`src/hw/pong_pkg.sv`:
```
// court geometry, frame timing and the types shared by the ball engine
// geometry assumes 4 pixel wide paddles set 2 pixels in from each side edge
package pong_pkg;

	// court size in pixels
	localparam int SCREEN_W = 320;
	localparam int SCREEN_H = 240;

	// ball and paddle shape
	localparam int BOX = 4;
	localparam int PADDLE_H = 15;
	localparam int PADDLE_W = 4;
	localparam int PADDLE_OFFSET = 2;
	localparam int Y_MARGIN = 20;

	// limits of the ball origin, top left corner of the box
	localparam int Y_MIN = Y_MARGIN;
	localparam int Y_MAX = SCREEN_H - 1 - BOX - Y_MARGIN;
	localparam int X_MIN = PADDLE_W + PADDLE_OFFSET;
	localparam int X_MAX = SCREEN_W - 1 - BOX - PADDLE_W - PADDLE_OFFSET;

	// serve position
	localparam int CENTER_X = SCREEN_W / 2;
	localparam int CENTER_Y = SCREEN_H / 2;

	// pixels moved per frame
	localparam int RATE_MIN = 1;
	localparam int RATE_MAX = 5;

	// moves between rate increments
	localparam int MOVES_PER_ACCEL = 30;
	localparam int ACCEL_W = $clog2(MOVES_PER_ACCEL);

	// box scan counter width
	localparam int BOX_CNT_W = $clog2(BOX);

	// 50 MHz clock, 60 Hz frames
	localparam int CLOCKS_PER_FRAME = 833333;

	typedef logic [8:0] coord_x_t;
	typedef logic [7:0] coord_y_t;
	typedef logic [2:0] rate_t;
	typedef logic [2:0] colour_t;

	// ball position, the position before the last move, and speed
	typedef struct packed {
		coord_x_t x;
		coord_y_t y;
		coord_x_t old_x;
		coord_y_t old_y;
		rate_t    rate;
	} ball_state_t;

	// direction for the next move; serve sends the ball to the centre
	typedef struct packed {
		logic x_right;
		logic y_down;
		logic serve;
	} move_t;

	// one cycle game events, at most one set per move
	typedef struct packed {
		logic lhs_score;
		logic rhs_score;
		logic bounce;
	} court_event_t;

	// one framebuffer write
	typedef struct packed {
		coord_x_t x;
		coord_y_t y;
		colour_t  colour;
		logic     plot;
	} pixel_t;

	typedef enum logic [1:0] {
		DRAW_IDLE,
		DRAW_CLEAR,
		DRAW_NEW
	} draw_state_t;

endpackage

```
`src/hw/frame_timer.sv`:
```
// frame tick generator; clocks_per_frame must be at least 40 so a box redraw
// finishes inside one frame
module frame_timer
	import pong_pkg::*;
#(
	parameter int clocks_per_frame = CLOCKS_PER_FRAME
) (
	input  logic clk,
	input  logic resetn,
	input  logic enable,
	output logic frame_tick
);
	typedef logic [$clog2(clocks_per_frame)-1:0] count_t;

	// counts down the enabled clocks left in this frame
	count_t count;

	always_ff @(posedge clk) begin
		if (!resetn) begin
			count <= count_t'(clocks_per_frame - 1);
			frame_tick <= 1'b0;
		end else if (enable) begin
			if (count == '0) begin
				// last enabled clock of the frame, reload and tick
				count <= count_t'(clocks_per_frame - 1);
				frame_tick <= 1'b1;
			end else begin
				count <= count - 1'b1;
				frame_tick <= 1'b0;
			end
		end else begin
			// paused, counter holds
			frame_tick <= 1'b0;
		end
	end

endmodule

```
`src/hw/box_scanner.sv`:
```
// walks a BOX x BOX square in row-major order, one pixel per clock
// origin is latched on start; a start on the last pixel chains a new scan
module box_scanner
	import pong_pkg::*;
(
	input  logic     clk,
	input  logic     resetn,
	input  logic     start,
	input  coord_x_t org_x,
	input  coord_y_t org_y,
	output coord_x_t pt_x,
	output coord_y_t pt_y,
	output logic     active,
	output logic     done
);
	logic [BOX_CNT_W-1:0] col;
	logic [BOX_CNT_W-1:0] row;
	coord_x_t base_x;
	coord_y_t base_y;
	logic last;

	// bottom right pixel of the box
	assign last = (col == BOX_CNT_W'(BOX - 1)) && (row == BOX_CNT_W'(BOX - 1));

	always_ff @(posedge clk) begin
		if (!resetn) begin
			active <= 1'b0;
			col <= '0;
			row <= '0;
		end else if (start) begin
			active <= 1'b1;
			col <= '0;
			row <= '0;
		end else if (active) begin
			if (last) begin
				active <= 1'b0;
				col <= '0;
				row <= '0;
			end else if (col == BOX_CNT_W'(BOX - 1)) begin
				// next row, back to the left column
				col <= '0;
				row <= row + 1'b1;
			end else begin
				col <= col + 1'b1;
			end
		end
	end

	always_ff @(posedge clk) begin
		if (start) begin
			base_x <= org_x;
			base_y <= org_y;
		end
	end

	assign pt_x = base_x + coord_x_t'(col);
	assign pt_y = base_y + coord_y_t'(row);
	assign done = active && last;

endmodule

```
`src/hw/court_rules.sv`:
```
// wall, paddle and score decisions, taken once per frame tick
// results appear one cycle after the tick and last exactly one cycle
module court_rules
	import pong_pkg::*;
(
	input  logic         clk,
	input  logic         resetn,
	input  logic         frame_tick,
	input  ball_state_t  ball,
	input  coord_y_t     lhs_paddle_y,
	input  coord_y_t     rhs_paddle_y,
	output move_t        move,
	output logic         move_valid,
	output court_event_t events
);
	// current directions, 1 is right or down
	logic x_right;
	logic y_down;
	logic serve_q;

	// decisions for the coming move
	logic next_x_right;
	logic next_y_down;
	logic next_serve;
	court_event_t next_events;

	// reach limits at the current rate
	coord_x_t x_lo;
	coord_x_t x_hi;
	coord_y_t y_lo;
	coord_y_t y_hi;

	// true overlap of ball rows and paddle rows, 9 bits so the sums cannot wrap
	function automatic logic paddle_overlap(coord_y_t ball_y, coord_y_t pad_y);
		logic [8:0] ball_bot;
		logic [8:0] pad_bot;
		ball_bot = {1'b0, ball_y} + 9'(BOX);
		pad_bot = {1'b0, pad_y} + 9'(PADDLE_H);
		return ({1'b0, ball_y} < pad_bot) && (ball_bot > {1'b0, pad_y});
	endfunction

	assign x_lo = coord_x_t'(X_MIN) + coord_x_t'(ball.rate);
	assign x_hi = coord_x_t'(X_MAX) - coord_x_t'(ball.rate);
	assign y_lo = coord_y_t'(Y_MIN) + coord_y_t'(ball.rate);
	assign y_hi = coord_y_t'(Y_MAX) - coord_y_t'(ball.rate);

	always_comb begin
		next_x_right = x_right;
		next_y_down = y_down;
		next_serve = 1'b0;
		next_events = '0;

		// top and bottom walls
		if (y_down && ball.y > y_hi) begin
			next_y_down = 1'b0;
			next_events.bounce = 1'b1;
		end else if (!y_down && ball.y < y_lo) begin
			next_y_down = 1'b1;
			next_events.bounce = 1'b1;
		end

		// left edge, paddle or a point for the right player
		if (!x_right && ball.x < x_lo) begin
			if (paddle_overlap(ball.y, lhs_paddle_y)) begin
				next_x_right = 1'b1;
				next_events.bounce = 1'b1;
			end else begin
				// serve keeps heading left, vertical direction as before
				next_serve = 1'b1;
				next_y_down = y_down;
				next_events = '{lhs_score: 1'b0, rhs_score: 1'b1, bounce: 1'b0};
			end
		end else if (x_right && ball.x > x_hi) begin
			if (paddle_overlap(ball.y, rhs_paddle_y)) begin
				next_x_right = 1'b0;
				next_events.bounce = 1'b1;
			end else begin
				// serve keeps heading right
				next_serve = 1'b1;
				next_y_down = y_down;
				next_events = '{lhs_score: 1'b1, rhs_score: 1'b0, bounce: 1'b0};
			end
		end
	end

	always_ff @(posedge clk) begin
		if (!resetn) begin
			// start moving right and down
			x_right <= 1'b1;
			y_down <= 1'b1;
			serve_q <= 1'b0;
			move_valid <= 1'b0;
			events <= '0;
		end else begin
			move_valid <= frame_tick;
			if (frame_tick) begin
				x_right <= next_x_right;
				y_down <= next_y_down;
				serve_q <= next_serve;
				events <= next_events;
			end else begin
				events <= '0;
			end
		end
	end

	assign move = '{x_right: x_right, y_down: y_down, serve: serve_q};

endmodule

```
`src/hw/ball_physics.sv`:
```
// ball position and speed; a move takes effect the cycle after its strobe
// court_rules keeps the ball inside its limits, nothing is clamped here
module ball_physics
	import pong_pkg::*;
(
	input  logic        clk,
	input  logic        resetn,
	input  move_t       move,
	input  logic        move_valid,
	output ball_state_t ball
);
	ball_state_t state;

	// moves since the last rate change or serve
	logic [ACCEL_W-1:0] move_count;

	always_ff @(posedge clk) begin
		if (!resetn) begin
			// at rest in the centre, old box on top of the new one
			state.x <= coord_x_t'(CENTER_X);
			state.y <= coord_y_t'(CENTER_Y);
			state.old_x <= coord_x_t'(CENTER_X);
			state.old_y <= coord_y_t'(CENTER_Y);
			state.rate <= rate_t'(RATE_MIN);
			move_count <= '0;
		end else if (move_valid) begin
			// drawer needs the box it has to erase
			state.old_x <= state.x;
			state.old_y <= state.y;
			if (move.serve) begin
				state.x <= coord_x_t'(CENTER_X);
				state.y <= coord_y_t'(CENTER_Y);
				state.rate <= rate_t'(RATE_MIN);
				move_count <= '0;
			end else begin
				state.x <= move.x_right ? state.x + coord_x_t'(state.rate)
				                        : state.x - coord_x_t'(state.rate);
				state.y <= move.y_down ? state.y + coord_y_t'(state.rate)
				                       : state.y - coord_y_t'(state.rate);
				if (move_count == ACCEL_W'(MOVES_PER_ACCEL - 1)) begin
					// speed up, saturating
					move_count <= '0;
					if (state.rate != rate_t'(RATE_MAX)) begin
						state.rate <= state.rate + 1'b1;
					end
				end else begin
					move_count <= move_count + 1'b1;
				end
			end
		end
	end

	assign ball = state;

endmodule

```
`src/hw/draw_sequencer.sv`:
```
// erases the old box in colour 0, then draws the new box, after every move
// 32 back-to-back plot cycles; no back-pressure, moves outside idle are ignored
module draw_sequencer
	import pong_pkg::*;
(
	input  logic        clk,
	input  logic        resetn,
	input  logic        move_valid,
	input  ball_state_t ball,
	input  colour_t     colour,
	output pixel_t      pixel
);
	draw_state_t state;

	// kick for the erase scan, lands when the moved ball is visible
	logic start_q;
	logic start;
	coord_x_t org_x;
	coord_y_t org_y;

	// scanner outputs
	coord_x_t pt_x;
	coord_y_t pt_y;
	logic active;
	logic done;

	// registered pixel fields
	coord_x_t pix_x;
	coord_y_t pix_y;
	colour_t pix_colour;
	logic plot_q;

	// erase scan first, draw scan starts on the last erase pixel
	assign start = start_q || (state == DRAW_CLEAR && done);
	assign org_x = start_q ? ball.old_x : ball.x;
	assign org_y = start_q ? ball.old_y : ball.y;

	box_scanner u_scan (
		.clk    (clk),
		.resetn (resetn),
		.start  (start),
		.org_x  (org_x),
		.org_y  (org_y),
		.pt_x   (pt_x),
		.pt_y   (pt_y),
		.active (active),
		.done   (done)
	);

	always_ff @(posedge clk) begin
		if (!resetn) begin
			state <= DRAW_IDLE;
			start_q <= 1'b0;
		end else begin
			start_q <= 1'b0;
			case (state)
				DRAW_IDLE: begin
					if (move_valid) begin
						state <= DRAW_CLEAR;
						start_q <= 1'b1;
					end
				end
				DRAW_CLEAR: begin
					if (done) begin
						state <= DRAW_NEW;
					end
				end
				DRAW_NEW: begin
					if (done) begin
						state <= DRAW_IDLE;
					end
				end
				default: begin
					state <= DRAW_IDLE;
				end
			endcase
		end
	end

	// pixel payload, meaningful only while plot is high
	always_ff @(posedge clk) begin
		pix_x <= pt_x;
		pix_y <= pt_y;
		pix_colour <= (state == DRAW_NEW) ? colour : '0;
	end

	always_ff @(posedge clk) begin
		if (!resetn) begin
			plot_q <= 1'b0;
		end else begin
			plot_q <= active;
		end
	end

	assign pixel = '{x: pix_x, y: pix_y, colour: pix_colour, plot: plot_q};

endmodule

```
`src/hw/pong_ball.sv`:
```
// ball engine of a two-player paddle game on a 320x240 court
// clocks_per_frame must be at least 40; paddle rows are the top row of each paddle
module pong_ball
	import pong_pkg::*;
#(
	parameter int clocks_per_frame = CLOCKS_PER_FRAME
) (
	input  logic         clk,
	input  logic         resetn,
	input  logic         enable,
	input  colour_t      colour,
	input  coord_y_t     lhs_paddle_y,
	input  coord_y_t     rhs_paddle_y,
	output ball_state_t  ball,
	output court_event_t events,
	output pixel_t       pixel
);
	logic frame_tick;
	move_t move;
	logic move_valid;

	// frame pacing, stops while paused
	frame_timer #(
		.clocks_per_frame (clocks_per_frame)
	) u_timer (
		.clk        (clk),
		.resetn     (resetn),
		.enable     (enable),
		.frame_tick (frame_tick)
	);

	court_rules u_rules (
		.clk          (clk),
		.resetn       (resetn),
		.frame_tick   (frame_tick),
		.ball         (ball),
		.lhs_paddle_y (lhs_paddle_y),
		.rhs_paddle_y (rhs_paddle_y),
		.move         (move),
		.move_valid   (move_valid),
		.events       (events)
	);

	ball_physics u_physics (
		.clk        (clk),
		.resetn     (resetn),
		.move       (move),
		.move_valid (move_valid),
		.ball       (ball)
	);

	// redraw follows the move strobe
	draw_sequencer u_draw (
		.clk        (clk),
		.resetn     (resetn),
		.move_valid (move_valid),
		.ball       (ball),
		.colour     (colour),
		.pixel      (pixel)
	);

endmodule

```
`config.mk`:
```
export PLATFORM = sky130hd
export DESIGN_NAME = pong_ball
export DESIGN_NICKNAME = d
export VERILOG_FILES = /design/src/hw/pong_pkg.sv /design/src/hw/frame_timer.sv /design/src/hw/box_scanner.sv /design/src/hw/court_rules.sv /design/src/hw/ball_physics.sv /design/src/hw/draw_sequencer.sv /design/src/hw/pong_ball.sv
export SDC_FILE = /design/constraint.sdc
export NUM_CORES = 1
export LEC_CHECK = 0
export BUFFER_PORTS_ARGS = -buffer_cell sky130_fd_sc_hd__buf_2
export CAP_MARGIN = 10
export CORE_MARGIN = 2
export CORE_UTILIZATION = 40
export DETAILED_ROUTE_END_ITERATION = 16
export HOLD_SLACK_MARGIN = 0.15
export PLACE_DENSITY = 0.67
export SLEW_MARGIN = 0
export SYNTH_ARGS = -nofsm -noshare
export SYNTH_HDL_FRONTEND = slang
export SYNTH_SLANG_ARGS = --single-unit
```
`constraint.sdc`:
```
create_clock -name clk -period 3.95 [get_ports clk]
set_input_delay 0.395 -clock clk [delete_from_list [all_inputs] [get_ports clk]]
set_output_delay 0.395 -clock clk [all_outputs]
set_load 0.01 [all_outputs]
```
==> metrics.cfg, run 1 <==
[run_status]
status = complete, no violations

[synth]
syn_inst = 733
synth_flop_cell = dfxtp_1
ys_warn_count = 0
synth_nets = 839
synth_area_um2 = 6725
synth-async-reset-ratio_pct = 0
synthTopCellsByArea = dfxtp_1 (29%), ha_1 (15%), edfxtp_1 (7.6%)
yosysTopAreaCell = dfxtp_1
synth-edff-count = 17
yosysTopAreaCellShare_pct = 29.47
synth_cell_type_count = 66
yosys_register_bits = 116
synth_area_per_cell_um2 = 9.175
synth_seq_area_share_pct = 37.06

[timing]
period_minus_slack_ps = 3276
tightest_slew_ps = 918.4
fin_worst_skew_ps = 8.196
maxSlewHeadroom_pct = 38.69
whs_ps = 173.0
finalHoldViolCount = 0
period_share_pct = 82.95
fmax_mhz = 305.2
final.setup.tns_ps = 0
grt_setup_unrepaired = no
finalSetupViolCount = 0
maxSlewViolCount = 0

[global_route]
antenna_found_initial = 0
grt_pass1_wl_um = 24810
track_usage_pct = 17.78
grt_max_degree = 29
grt_pass1_vias = 4999
grt-ovfl-total = 0

[placement]
dp_hpwl_um = 10870
io_buffer_count = 82
place_congestion = 0.8658
dp_cells = 1015

[worst_setup_path]
critPathSlowestCell = dfxtp_1
crit_path_start_kind = flop
cp_cell_sequence = inv_1, ha_1, ha_1, mux2_2, ha_1, nor2b_1, o21ai_0, a21oi_1, o41ai_1, xor2_1, or3_1, a31oi_1
cpPeakStageDelay_ps = 550
path_buf_inv = 1
cp_top_family = adder cells
path_class = flop to flop
arrival_ps = 3620
cp_common_cell = ha_1
crit_fanout = 11
worstPathRequired_ps = 4290
end_kind = flop

[floorplan]
start_util_pct = 40.70
pin_count = 83
fp-row-count = 47
core_um2 = 16520
die_h_um = 133.7
dieArea_um2 = 17870
die_width_um = 133.7

[drt]
wl_um = 14900
wl_per_cell_um = 14.23
viasPerCell = 4.964
ant_nets = 0
dr.pass1.iters = 4
vias = 5197
drt_iter0_markers = 264
drc = 0

[final_layout]
fin_cells = 1047
drive_gt1_share_pct = 18.38
multi_input_area_um2 = 3944
syn2layout_area_growth_pct = 18.46
antenna_cells = 0
n_fill_cell = 1579
fin_nets = 920
seq_area_um2 = 2494

[clock_tree]
clock_path_buffers = 2
clk_pin_slew_worst_paths_ps = 60
cts_setup_buffers = 0
numCtsBuffers = 17
tritoncts = done
cts_root_buffer = clkbuf_16
numClockSinks = 116
clock_latency_ps = 420
cts_hold_buffers = 0
htree_num_levels = 4
cts_resized = 0

[power]
power.leakage_nw = 3.396
ir_worst_vdd_mv = 0.3633
p_per_area_nw_per_um2 = 375.8

[worst_hold_path]
min_path_type = primary input to flop

[run]
drv_cap = 0

==> final cells by class <==
class,instances,area share (%)
multi-input combinational,544,49.51
sequential,116,31.30
timing repair buffer,87,5.623
clock buffer,17,5.340
tap,220,3.455
clock inverter,15,2.513
inverter,48,2.262
==> registers in the layout, indices dropped and copies added, names as in the netlist, 2 cells and up <==
register	cells
u_draw.state	2
u_draw.pix_x	9
u_timer.count	20
u_physics.move_count	5
u_draw.pix_colour	3
u_draw.u_scan.row	2
u_physics.ball	37
u_rules.events	3
u_draw.u_scan.base_y	8
u_draw.u_scan.col	2
u_draw.pix_y	8
u_draw.u_scan.base_x	9
==> cells by family (layout without fill, tap and decap cells) <==
family          Yosys count  after routing  share of synthesized area (%)
compound gates          102            102                          10.05
xor+xnor                 59             59                          7.684
fa+ha+maj                84             84                          16.07
buf+inv                  73            167                          4.298
flops                   116            116                          37.06
mux                      34             34                          5.302
simple gates            265            265                          19.54
==> cell usage after synthesis (3+ instances only) <==
cell / n
a31oi_1: 4
nor3_1: 21
and2_1: 7
a21o_1: 7
nand2b_1: 11
nor2_1: 79
ha_1: 80
nor4_1: 8
mux2i_1: 21
a21oi_1: 24
buf_1: 5
o22ai_1: 7
o21a_1: 4
nand2_1: 59
inv_1: 48
or2_2: 3
xor2_1: 17
clkbuf_1: 15
mux2_2: 13
and3_1: 6
nor2b_1: 15
edfxtp_1: 17
o21ai_0: 21
o211ai_1: 5
nand2_2: 10
dfxtp_1: 99
nand3_1: 21
fa_1: 4
xnor2_1: 42
o41ai_1: 4
nand4_1: 8
a2bb2oi_1: 3
a211oi_1: 4
==> final timing paths <==
path / slack (ps) / startpoint / depth (start not counted) / endpoint
hold reg to reg: 440 / u_draw.u_scan.base_y[7] / 1 / u_draw.pix_y[7]
setup reg to reg: 670 / u_physics.ball[0] / 12 / u_physics.ball[36]
setup / recovery: 670 / u_physics.ball[0] / 12 / u_physics.ball[36]
hold / removal: 170 / colour[1] / 2 / u_draw.pix_colour[1]
==> worst register-to-register path, cell delays in order (launching register included) <==
cell     delay [ps]
dfxtp_1         550
inv_1           160
ha_1            230
ha_1            290
mux2_2          270
ha_1            300
nor2b_1         150
o21ai_0         210
a21oi_1         130
o41ai_1         320
xor2_1          120
or3_1           320
a31oi_1         150
==> layer usage <==
metal,up-vias,global-route usage (%),routed length [um]
met4,0,7.151,252
met1,2341,22.59,7019
li1,2721,-,-
met2,112,28.69,6734
met3,23,4.833,892
met5,-,0,0
==> layout by cell type (no fill, tap or decap), types with 10 or more instances in the layout <==
master / instances
o21ai_0: 21
edfxtp_1: 17
ha_1: 80
nand2b_1: 11
a21oi_1: 24
nor2_1: 79
inv_1: 48
nand3_1: 21
nor3_1: 21
mux2_2: 13
clkbuf_16: 17
xor2_1: 17
buf_2: 82
nand2_2: 10
nor2b_1: 15
dfxtp_1: 98
mux2i_1: 21
nand2_1: 59
xnor2_1: 42
==> metrics by stage <==
stage | setup slack [ps] | total power [W] | instance area, um2 | util (%)
floorplan | 918.4 | 0.001346 | 6725 | -
global placement | 771.9 | 0.001387 | 7341 | 44.42
detailed placement | 695.5 | 0.001390 | 7341 | 44.42
CTS | 668.4 | 0.003027 | 7966 | 48.21
global route | 393.0 | 0.003109 | 7966 | 48.21
finish | 673.6 | 0.002994 | 7966 | 48.21
==> report_power, final <==
group / internal, W / switching [W] / leakage (nW) / total [W]
Clock: 0.00106 / 0.000573 / 0.300 / 0.00163
Combinational: 0.0000665 / 0.0000836 / 2.13 / 0.000150
Sequential: 0.00120 / 0.0000112 / 0.968 / 0.00121
Power figures use the tool's default switching activity.
==> inputs of run 2 (changes only) <==
--- a/config.mk
+++ b/config.mk
@@ -5,13 +5,14 @@
 export SDC_FILE = /design/constraint.sdc
 export NUM_CORES = 1
 export LEC_CHECK = 0
+export ABC_AREA = 1
 export BUFFER_PORTS_ARGS = -buffer_cell sky130_fd_sc_hd__buf_2
 export CAP_MARGIN = 10
 export CORE_MARGIN = 2
 export CORE_UTILIZATION = 40
 export DETAILED_ROUTE_END_ITERATION = 16
 export HOLD_SLACK_MARGIN = 0.15
-export PLACE_DENSITY = 0.67
+export PLACE_DENSITY = 0.69
 export SLEW_MARGIN = 0
 export SYNTH_ARGS = -nofsm -noshare
 export SYNTH_HDL_FRONTEND = slang
==> constraint.sdc (replaced) <==
create_clock -name clk -period 3 [get_ports clk]
set_input_delay 0.3 -clock clk [delete_from_list [all_inputs] [get_ports clk]]
set_output_delay 0.3 -clock clk [all_outputs]
set_load 0.01 [all_outputs]
==> metrics.cfg, run 2 <==
[run_status]
status = complete, no violations  ; unchanged

[global_route]
grt_pass1_wl_um = 26560  ; was 24810 um
grt_pass1_vias = 5474  ; was 4999
track_usage_pct = 18.15  ; was 17.78%
antenna_found_initial = 0  ; unchanged
grt_max_degree = 32  ; was 29
grt-ovfl-total = 0  ; unchanged

[final_layout]
fin_nets = 1105  ; was 920
final_cell_area_um2 = 8222  ; was 7966 um2
antenna_cells = 0  ; unchanged
final_cell_mix = nand2_1 (174), inv_1 (118), dfxtp_1 (99), nor2_1 (91), buf_2 (82)  ; was dfxtp_1 (98), buf_2 (82), ha_1 (80), nor2_1 (79), nand2_1 (59)
syn2layout_area_growth_pct = 18.48  ; was 18.46%
drive_gt1_share_pct = 14.23  ; was 18.38%
largest_register_ffs = 37  ; unchanged
final_common_cell = nand2_1  ; was dfxtp_1

[timing]
fin_worst_skew_ps = 6.944  ; was 8.196 ps
period_share_pct = 91.35  ; was 82.95%
finalSetupViolCount = 0  ; unchanged
period_minus_slack_ps = 2741  ; was 3276 ps
grt_setup_unrepaired = no  ; unchanged
maxSlewHeadroom_pct = 44.29  ; was 38.69%
finalHoldViolCount = 0  ; unchanged
fmax_mhz = 364.9  ; was 305.2 MHz
tightest_slew_ps = 834.8  ; was 918.4 ps
maxSlewViolCount = 0  ; unchanged
final.setup.tns_ps = 0  ; unchanged

[synth]
synth.most_common_cell = nand2_1  ; was dfxtp_1
yosysTopAreaCellShare_pct = 28.56  ; was 29.47%
netlist_top_cells_count = nand2_1 (174), inv_1 (118), dfxtp_1 (99)  ; was dfxtp_1 (99), ha_1 (80), nor2_1 (79)
ys_warn_count = 0  ; unchanged
synth-async-reset-ratio_pct = 0  ; unchanged
synth_seq_area_share_pct = 35.92  ; was 37.06%
syn_inst = 906  ; was 733
synth_cell_type_count = 39  ; was 66
synthTopCellsByArea = dfxtp_1 (29%), ha_1 (14%), nand2_1 (9.4%)  ; was dfxtp_1 (29%), ha_1 (15%), edfxtp_1 (7.6%)
yosys_register_bits = 116  ; unchanged
synth_flop_cell = dfxtp_1  ; unchanged
synth_area_per_cell_um2 = 7.659  ; was 9.175 um2
yosysTopAreaCell = dfxtp_1  ; unchanged
synth-edff-count = 17  ; unchanged
synth_nets = 1012  ; was 839
synth_area_um2 = 6939  ; was 6725 um2

[placement]
dpl-instance-area_um2 = 7606  ; was 7341 um2
io_buffer_count = 82  ; unchanged
place_congestion = 0.8781  ; was 0.8658
dp_hpwl_um = 12330  ; was 10870 um

[worst_setup_path]
crit_path_start_kind = flop  ; unchanged
arrival_ps = 3050  ; was 3620 ps
worstPathRequired_ps = 3310  ; was 4290 ps
r2r_cells = 15  ; was 12
path_class = flop to flop  ; unchanged
startpoint = u_physics.ball[1]  ; was u_physics.ball[0]
crit_fanout = 8  ; was 11
r2r_start = u_physics.ball[1]  ; was u_physics.ball[0]
end_kind = flop  ; unchanged

[power]
p_per_area_nw_per_um2 = 457.3  ; was 375.8 nW/um2
ir_worst_vdd_mv = 0.4295  ; was 0.3633 mV
power.leakage_nw = 3.942  ; was 3.396 nW

[clock_tree]
cts_resized = 0  ; unchanged
clock_path_buffers = 2  ; unchanged
numCtsBuffers = 17  ; unchanged
clk_pin_slew_worst_paths_ps = 60  ; about the same
cts_setup_buffers = 0  ; unchanged
numClockSinks = 116  ; unchanged
tritoncts = done  ; unchanged
cts_root_buffer = clkbuf_16  ; unchanged
clock_latency_ps = 420  ; about the same
htree_num_levels = 4  ; unchanged

[floorplan]
pin_count = 83  ; unchanged
start_util_pct = 40.54  ; was 40.70%
core_um2 = 17120  ; was 16520 um2
dieArea_um2 = 18420  ; was 17870 um2
die_width_um = 135.7  ; was 133.7 um
die_h_um = 135.7  ; was 133.7 um
fp-row-count = 48  ; was 47

[worst_hold_path]
worstHoldStart = enable  ; was colour[1]
min_path_type = primary input to flop  ; unchanged
hold_depth = 2  ; unchanged

[drt]
drc = 0  ; unchanged
vias = 6044  ; was 5197
wl_per_cell_um = 13.14  ; was 14.23 um
ant_nets = 0  ; unchanged
highest_layer = met4  ; unchanged
dr.pass1.iters = 5  ; was 4
wl_um = 16250  ; was 14900 um
dr_wl_met2_um = 7423  ; was 6734 um
drt_iter0_markers = 426  ; was 264
viasPerCell = 4.886  ; was 4.964
wl_met1_um = 7694  ; was 7019 um
met3_length_um = 881  ; was 892 um

[run]
drv_cap = 0  ; unchanged

-- run 2: changes by cell type in the layout (fill, tap and decap cells not counted), sizes merged, moves of 19 or more --
cell	delta
inv	+79
xor2	+19
mux2i	-21
a21oi	+39
xnor2	-31
o21ai	+36
nand3	+30
nand2	+110
-- run 2: routing by layer --
layer	up-vias	GRT usage [%]
li1	3154	-
met1	2699	24.86
met2	168	28.37
met3	23	4.153
met4	0	5.787
met5	-	0
-- run 2: worst paths after layout --
check,to,slack [ps]
worst max register to register,u_physics.ball[26],260
worst min register to register,u_physics.move_count[4],460
worst max-delay path,u_physics.ball[26],260
worst min-delay path,u_timer.count[1],200
-- run 2: through the flow --
| stage | utilization, % | instances | worst slack [ps] | hold WS (ps) | power [W] |
|---|---|---|---|---|---|
| finish | 48.03 | 1237 | 259.5 | 200.7 | 0.003760 |
| global route | 48.03 | 1237 | 24.86 | 221.4 | 0.003891 |
| CTS | 48.03 | 1237 | 284.7 | 196.0 | 0.003787 |
| detailed placement | 44.44 | 1202 | 337.5 | 447.8 | 0.001796 |
| global placement | 44.44 | 1202 | 471.6 | 450.3 | 0.001792 |
| floorplan | - | 906 | 576.0 | 412.2 | 0.001747 |
-- run 2: logic make-up (layout without fill, tap and decap cells) --
logic type	after synthesis	in the layout	synth area share, %
simple gates	367	367	22.65
compound gates	149	149	11.83
buf+inv	143	249	8.096
xor+xnor	47	47	5.932
fa+ha+maj	84	84	15.58
flops	116	116	35.92
-- run 2: layout make-up --
type | count | area [um2]
inverters | 121 | 454.2
fillers | 1684 | 8895
well taps | 225 | 281.5
repair buffers | 96 | 523.0
flip-flops and latches | 116 | 2492
clock buffers | 17 | 425.4
multi-input cells | 647 | 3885
clock inverters | 15 | 160.2
-- run 2: power breakdown --
group | internal [W] | switching [W]
registers | 0.00158 | 0.00000792
clock network | 0.00118 | 0.000816
logic | 0.0000728 | 0.000107
total | 0.00283 | 0.000931
-- run 2: what timing repair did --
action,in CTS,in global routing
hold endpoints to repair,3,0
endpoints found under the setup margin,0,0
hold buffers,3,0
-- run 2: worst max-delay path, stage by stage, from the launching register on --
cell     delay, ps
dfxtp_1        470
inv_1          190
ha_1           340
inv_1           50
o21ai_0        270
inv_1          100
fa_1           410
inv_1          100
nand3_1         80
nand2_1         90
nand2_1         70
nand2_1         70
a21o_1         120
xor2_1          60
o21ai_0        140
nand2_1         60
==> inputs of run 3 (changes only) <==
--- a/config.mk
+++ b/config.mk
@@ -9,10 +9,10 @@
 export BUFFER_PORTS_ARGS = -buffer_cell sky130_fd_sc_hd__buf_2
 export CAP_MARGIN = 10
 export CORE_MARGIN = 2
-export CORE_UTILIZATION = 40
+export CORE_UTILIZATION = 53
 export DETAILED_ROUTE_END_ITERATION = 16
 export HOLD_SLACK_MARGIN = 0.15
-export PLACE_DENSITY = 0.69
+export PLACE_DENSITY = 0.85
 export SLEW_MARGIN = 0
 export SYNTH_ARGS = -nofsm -noshare
 export SYNTH_HDL_FRONTEND = slang
==> metrics.cfg, run 3 (synthesized netlist as in run 2, its figures left out) <==
[power]
power.leakage_nw = 3.933  ; was 3.942 nW
p_seq_share_pct = 42.9  ; was 42.2%
p_per_area_nw_per_um2 = 455.7  ; was 457.3 nW/um2
p_sw_share_pct = 23.88  ; was 24.76%
combPwrFrac_pct = 4.9  ; was 4.8%
internal_power_w = 0.002820  ; was 0.002829 W
clockPowerShare_pct = 52.3  ; was 53.0%
p_switching_w = 0.0008845  ; was 0.0009311 W
ir_worst_vdd_mv = 0.3382  ; was 0.4295 mV

[final_layout]
final_cell_mix = nand2_1 (174), inv_1 (118), dfxtp_1 (98), nor2_1 (91), buf_2 (82)  ; was nand2_1 (174), inv_1 (118), dfxtp_1 (99), nor2_1 (91), buf_2 (82)
final_cell_area_um2 = 8129  ; was 8222 um2
fin_cells = 1183  ; was 1237
final_common_cell = nand2_1  ; unchanged
antenna_cells = 0  ; unchanged
largest_register_ffs = 37  ; unchanged
drive_gt1_share_pct = 14.24  ; was 14.23%
fin_nets = 1104  ; was 1105
syn2layout_area_growth_pct = 17.15  ; was 18.48%

[clock_tree]
clock_path_buffers = 2  ; unchanged
htree_num_levels = 4  ; unchanged
numCtsBuffers = 17  ; unchanged
clock_latency_ps = 420  ; about the same
cts_setup_buffers = 0  ; unchanged
cts_root_buffer = clkbuf_16  ; unchanged
clk_pin_slew_worst_paths_ps = 60  ; about the same
tritoncts = done  ; unchanged
numClockSinks = 116  ; unchanged

[worst_setup_path]
cp_top_family = adder cells  ; unchanged
r2r_slack_ps = 330  ; was 260 ps
r2r_cells = 15  ; unchanged
worstPathRequired_ps = 3310  ; about the same
r2r-end = u_physics.ball[26]  ; unchanged
end_kind = flop  ; unchanged
r2r_start = u_physics.ball[1]  ; unchanged
crit_path_start_kind = flop  ; unchanged
crit_fanout = 8  ; unchanged
path_class = flop to flop  ; unchanged
critPathSlowestCell = dfxtp_2  ; was dfxtp_1
cpPeakStageDelay_ps = 410  ; was 470 ps
path_buf_inv = 4  ; unchanged
cp_cell_sequence = inv_1, ha_1, inv_1, o21ai_0, inv_1, fa_1, inv_1, nand3_1, nand2_1, nand2_1, nand2_1, a21o_1, xor2_1, o21ai_0, nand2_1  ; unchanged
arrival_ps = 2970  ; was 3050 ps

[timing]
finalHoldViolCount = 0  ; unchanged
fin_worst_skew_ps = 8.778  ; was 6.944 ps
period_share_pct = 88.87  ; was 91.35%
period_minus_slack_ps = 2666  ; was 2741 ps
fmax_mhz = 375.1  ; was 364.9 MHz
fin_ws_ps = 334.0  ; was 259.5 ps
maxSlewViolCount = 0  ; unchanged
maxSlewHeadroom_pct = 47.33  ; was 44.29%
final.setup.tns_ps = 0  ; unchanged
grt_setup_unrepaired = no  ; unchanged
tightest_slew_ps = 789.1  ; was 834.8 ps
finalSetupViolCount = 0  ; unchanged

[worst_hold_path]
hold_path_end = u_timer.count[1]  ; unchanged
min_path_type = primary input to flop  ; unchanged
worstHoldStart = enable  ; unchanged
hold_depth = 2  ; unchanged

[drt]
ant_nets = 0  ; unchanged
dr.pass1.iters = 5  ; unchanged
wl_per_cell_um = 14.11  ; was 13.14 um
viasPerCell = 5.270  ; was 4.886
drt_iter0_markers = 382  ; was 426
wl_um = 16690  ; was 16250 um
drc = 0  ; unchanged
vias = 6234  ; was 6044

[floorplan]
core_um2 = 12720  ; was 17120 um2
pin_count = 83  ; unchanged
fp-row-count = 41  ; was 48
start_util_pct = 54.54  ; was 40.54%
die_width_um = 118.4  ; was 135.7 um
dieArea_um2 = 14020  ; was 18420 um2
die_h_um = 118.4  ; was 135.7 um

[placement]
dp_hpwl_um = 12050  ; was 12330 um
post-place-ws_ps = 360.0  ; was 337.5 ps
place_congestion = 0.9213  ; was 0.8781
dp_cells = 1148  ; was 1202
io_buffer_count = 82  ; unchanged
dpl-instance-area_um2 = 7532  ; was 7606 um2

[run]
drv_cap = 0  ; unchanged

[global_route]
antenna_found_initial = 0  ; unchanged
track_usage_pct = 24.44  ; was 18.15%
grt-ovfl-total = 0  ; unchanged
grt_max_degree = 33  ; was 32
grt_pass1_vias = 5892  ; was 5474
grt_pass1_wl_um = 27820  ; was 26560 um

[run_status]
status = complete, no violations  ; unchanged

[run 3: per-stage QoR]
step / utilization (%) / power (W) / hold WS (ps)
final: 63.90 / 0.003704 / 203.8
after global placement: 59.21 / 0.001790 / 437.0
after CTS: 63.89 / 0.003715 / 199.3
after detailed placement: 59.21 / 0.001796 / 439.9
after global routing: 63.90 / 0.003819 / 217.2
after floorplan: - / 0.001747 / 412.2
[run 3: worst max path at each step]
stage	startpoint	to	slack, ps	depth (start not counted)
finish	u_physics.ball[1]	u_physics.ball[26]	330	15
global route	u_physics.ball[1]	u_physics.ball[26]	110	15
CTS	u_physics.ball[1]	u_physics.ball[26]	230	15
detailed placement	u_physics.ball[1]	u_physics.ball[34]	360	14
global placement	u_physics.ball[1]	u_physics.ball[26]	480	15
floorplan	u_physics.ball[0]	u_physics.ball[34]	580	14
[run 3: worst reg2reg max path, delay by kind of cell (launching register included)]
family / cells / cell delay [ps]
buffers and inverters: 4 / 420
flip-flops: 1 / 410
AND/OR/NAND/NOR: 5 / 390
AO/OA/AOI/OAI: 3 / 570
adder cells (fa/ha/maj): 2 / 720
XOR/XNOR: 1 / 60
[run 3: area by class of cell]
type                            instances  area [um2]
Fill cell                            1095        4593
Multi-Input combinational cell        647        3885
Sequential cell                       116        2494
Timing Repair Buffer                   95       515.5
Inverter                              121       454.2
Clock buffer                           18       439.2
Tap cell                              172       215.2
Clock inverter                         14       126.4
[run 3: timing repair]
item / in CTS / in global routing
setup endpoints to repair: 0 / 1
hold buffers: 3 / 0
gates resized for setup: 0 / 1
endpoints found under the hold margin: 3 / 0
[run 3: power groups by stage]
stage | sequential, W | combinational, W | clock [W]
2_1_floorplan | 0.00162 | 0.000128 | 0
3_3_place_gp | 0.00162 | 0.000169 | 0
3_5_place_dp | 0.00162 | 0.000176 | 0
4_1_cts | 0.00159 | 0.000180 | 0.00195
5_1_grt | 0.00159 | 0.000207 | 0.00202
6_report | 0.00159 | 0.000181 | 0.00194
[run 3: per-layer routing]
layer / share of wire, % / track usage, % / wire [um] / up-vias
met3: 5.0 / 4.730 / 836 / 34
met4: 2.2 / 9.301 / 374 / 0
met5: 0 / 0 / 0 / -
met1: 46 / 30.81 / 7641 / 2856
li1: - / - / - / 3161
met2: 47 / 41.37 / 7835 / 183
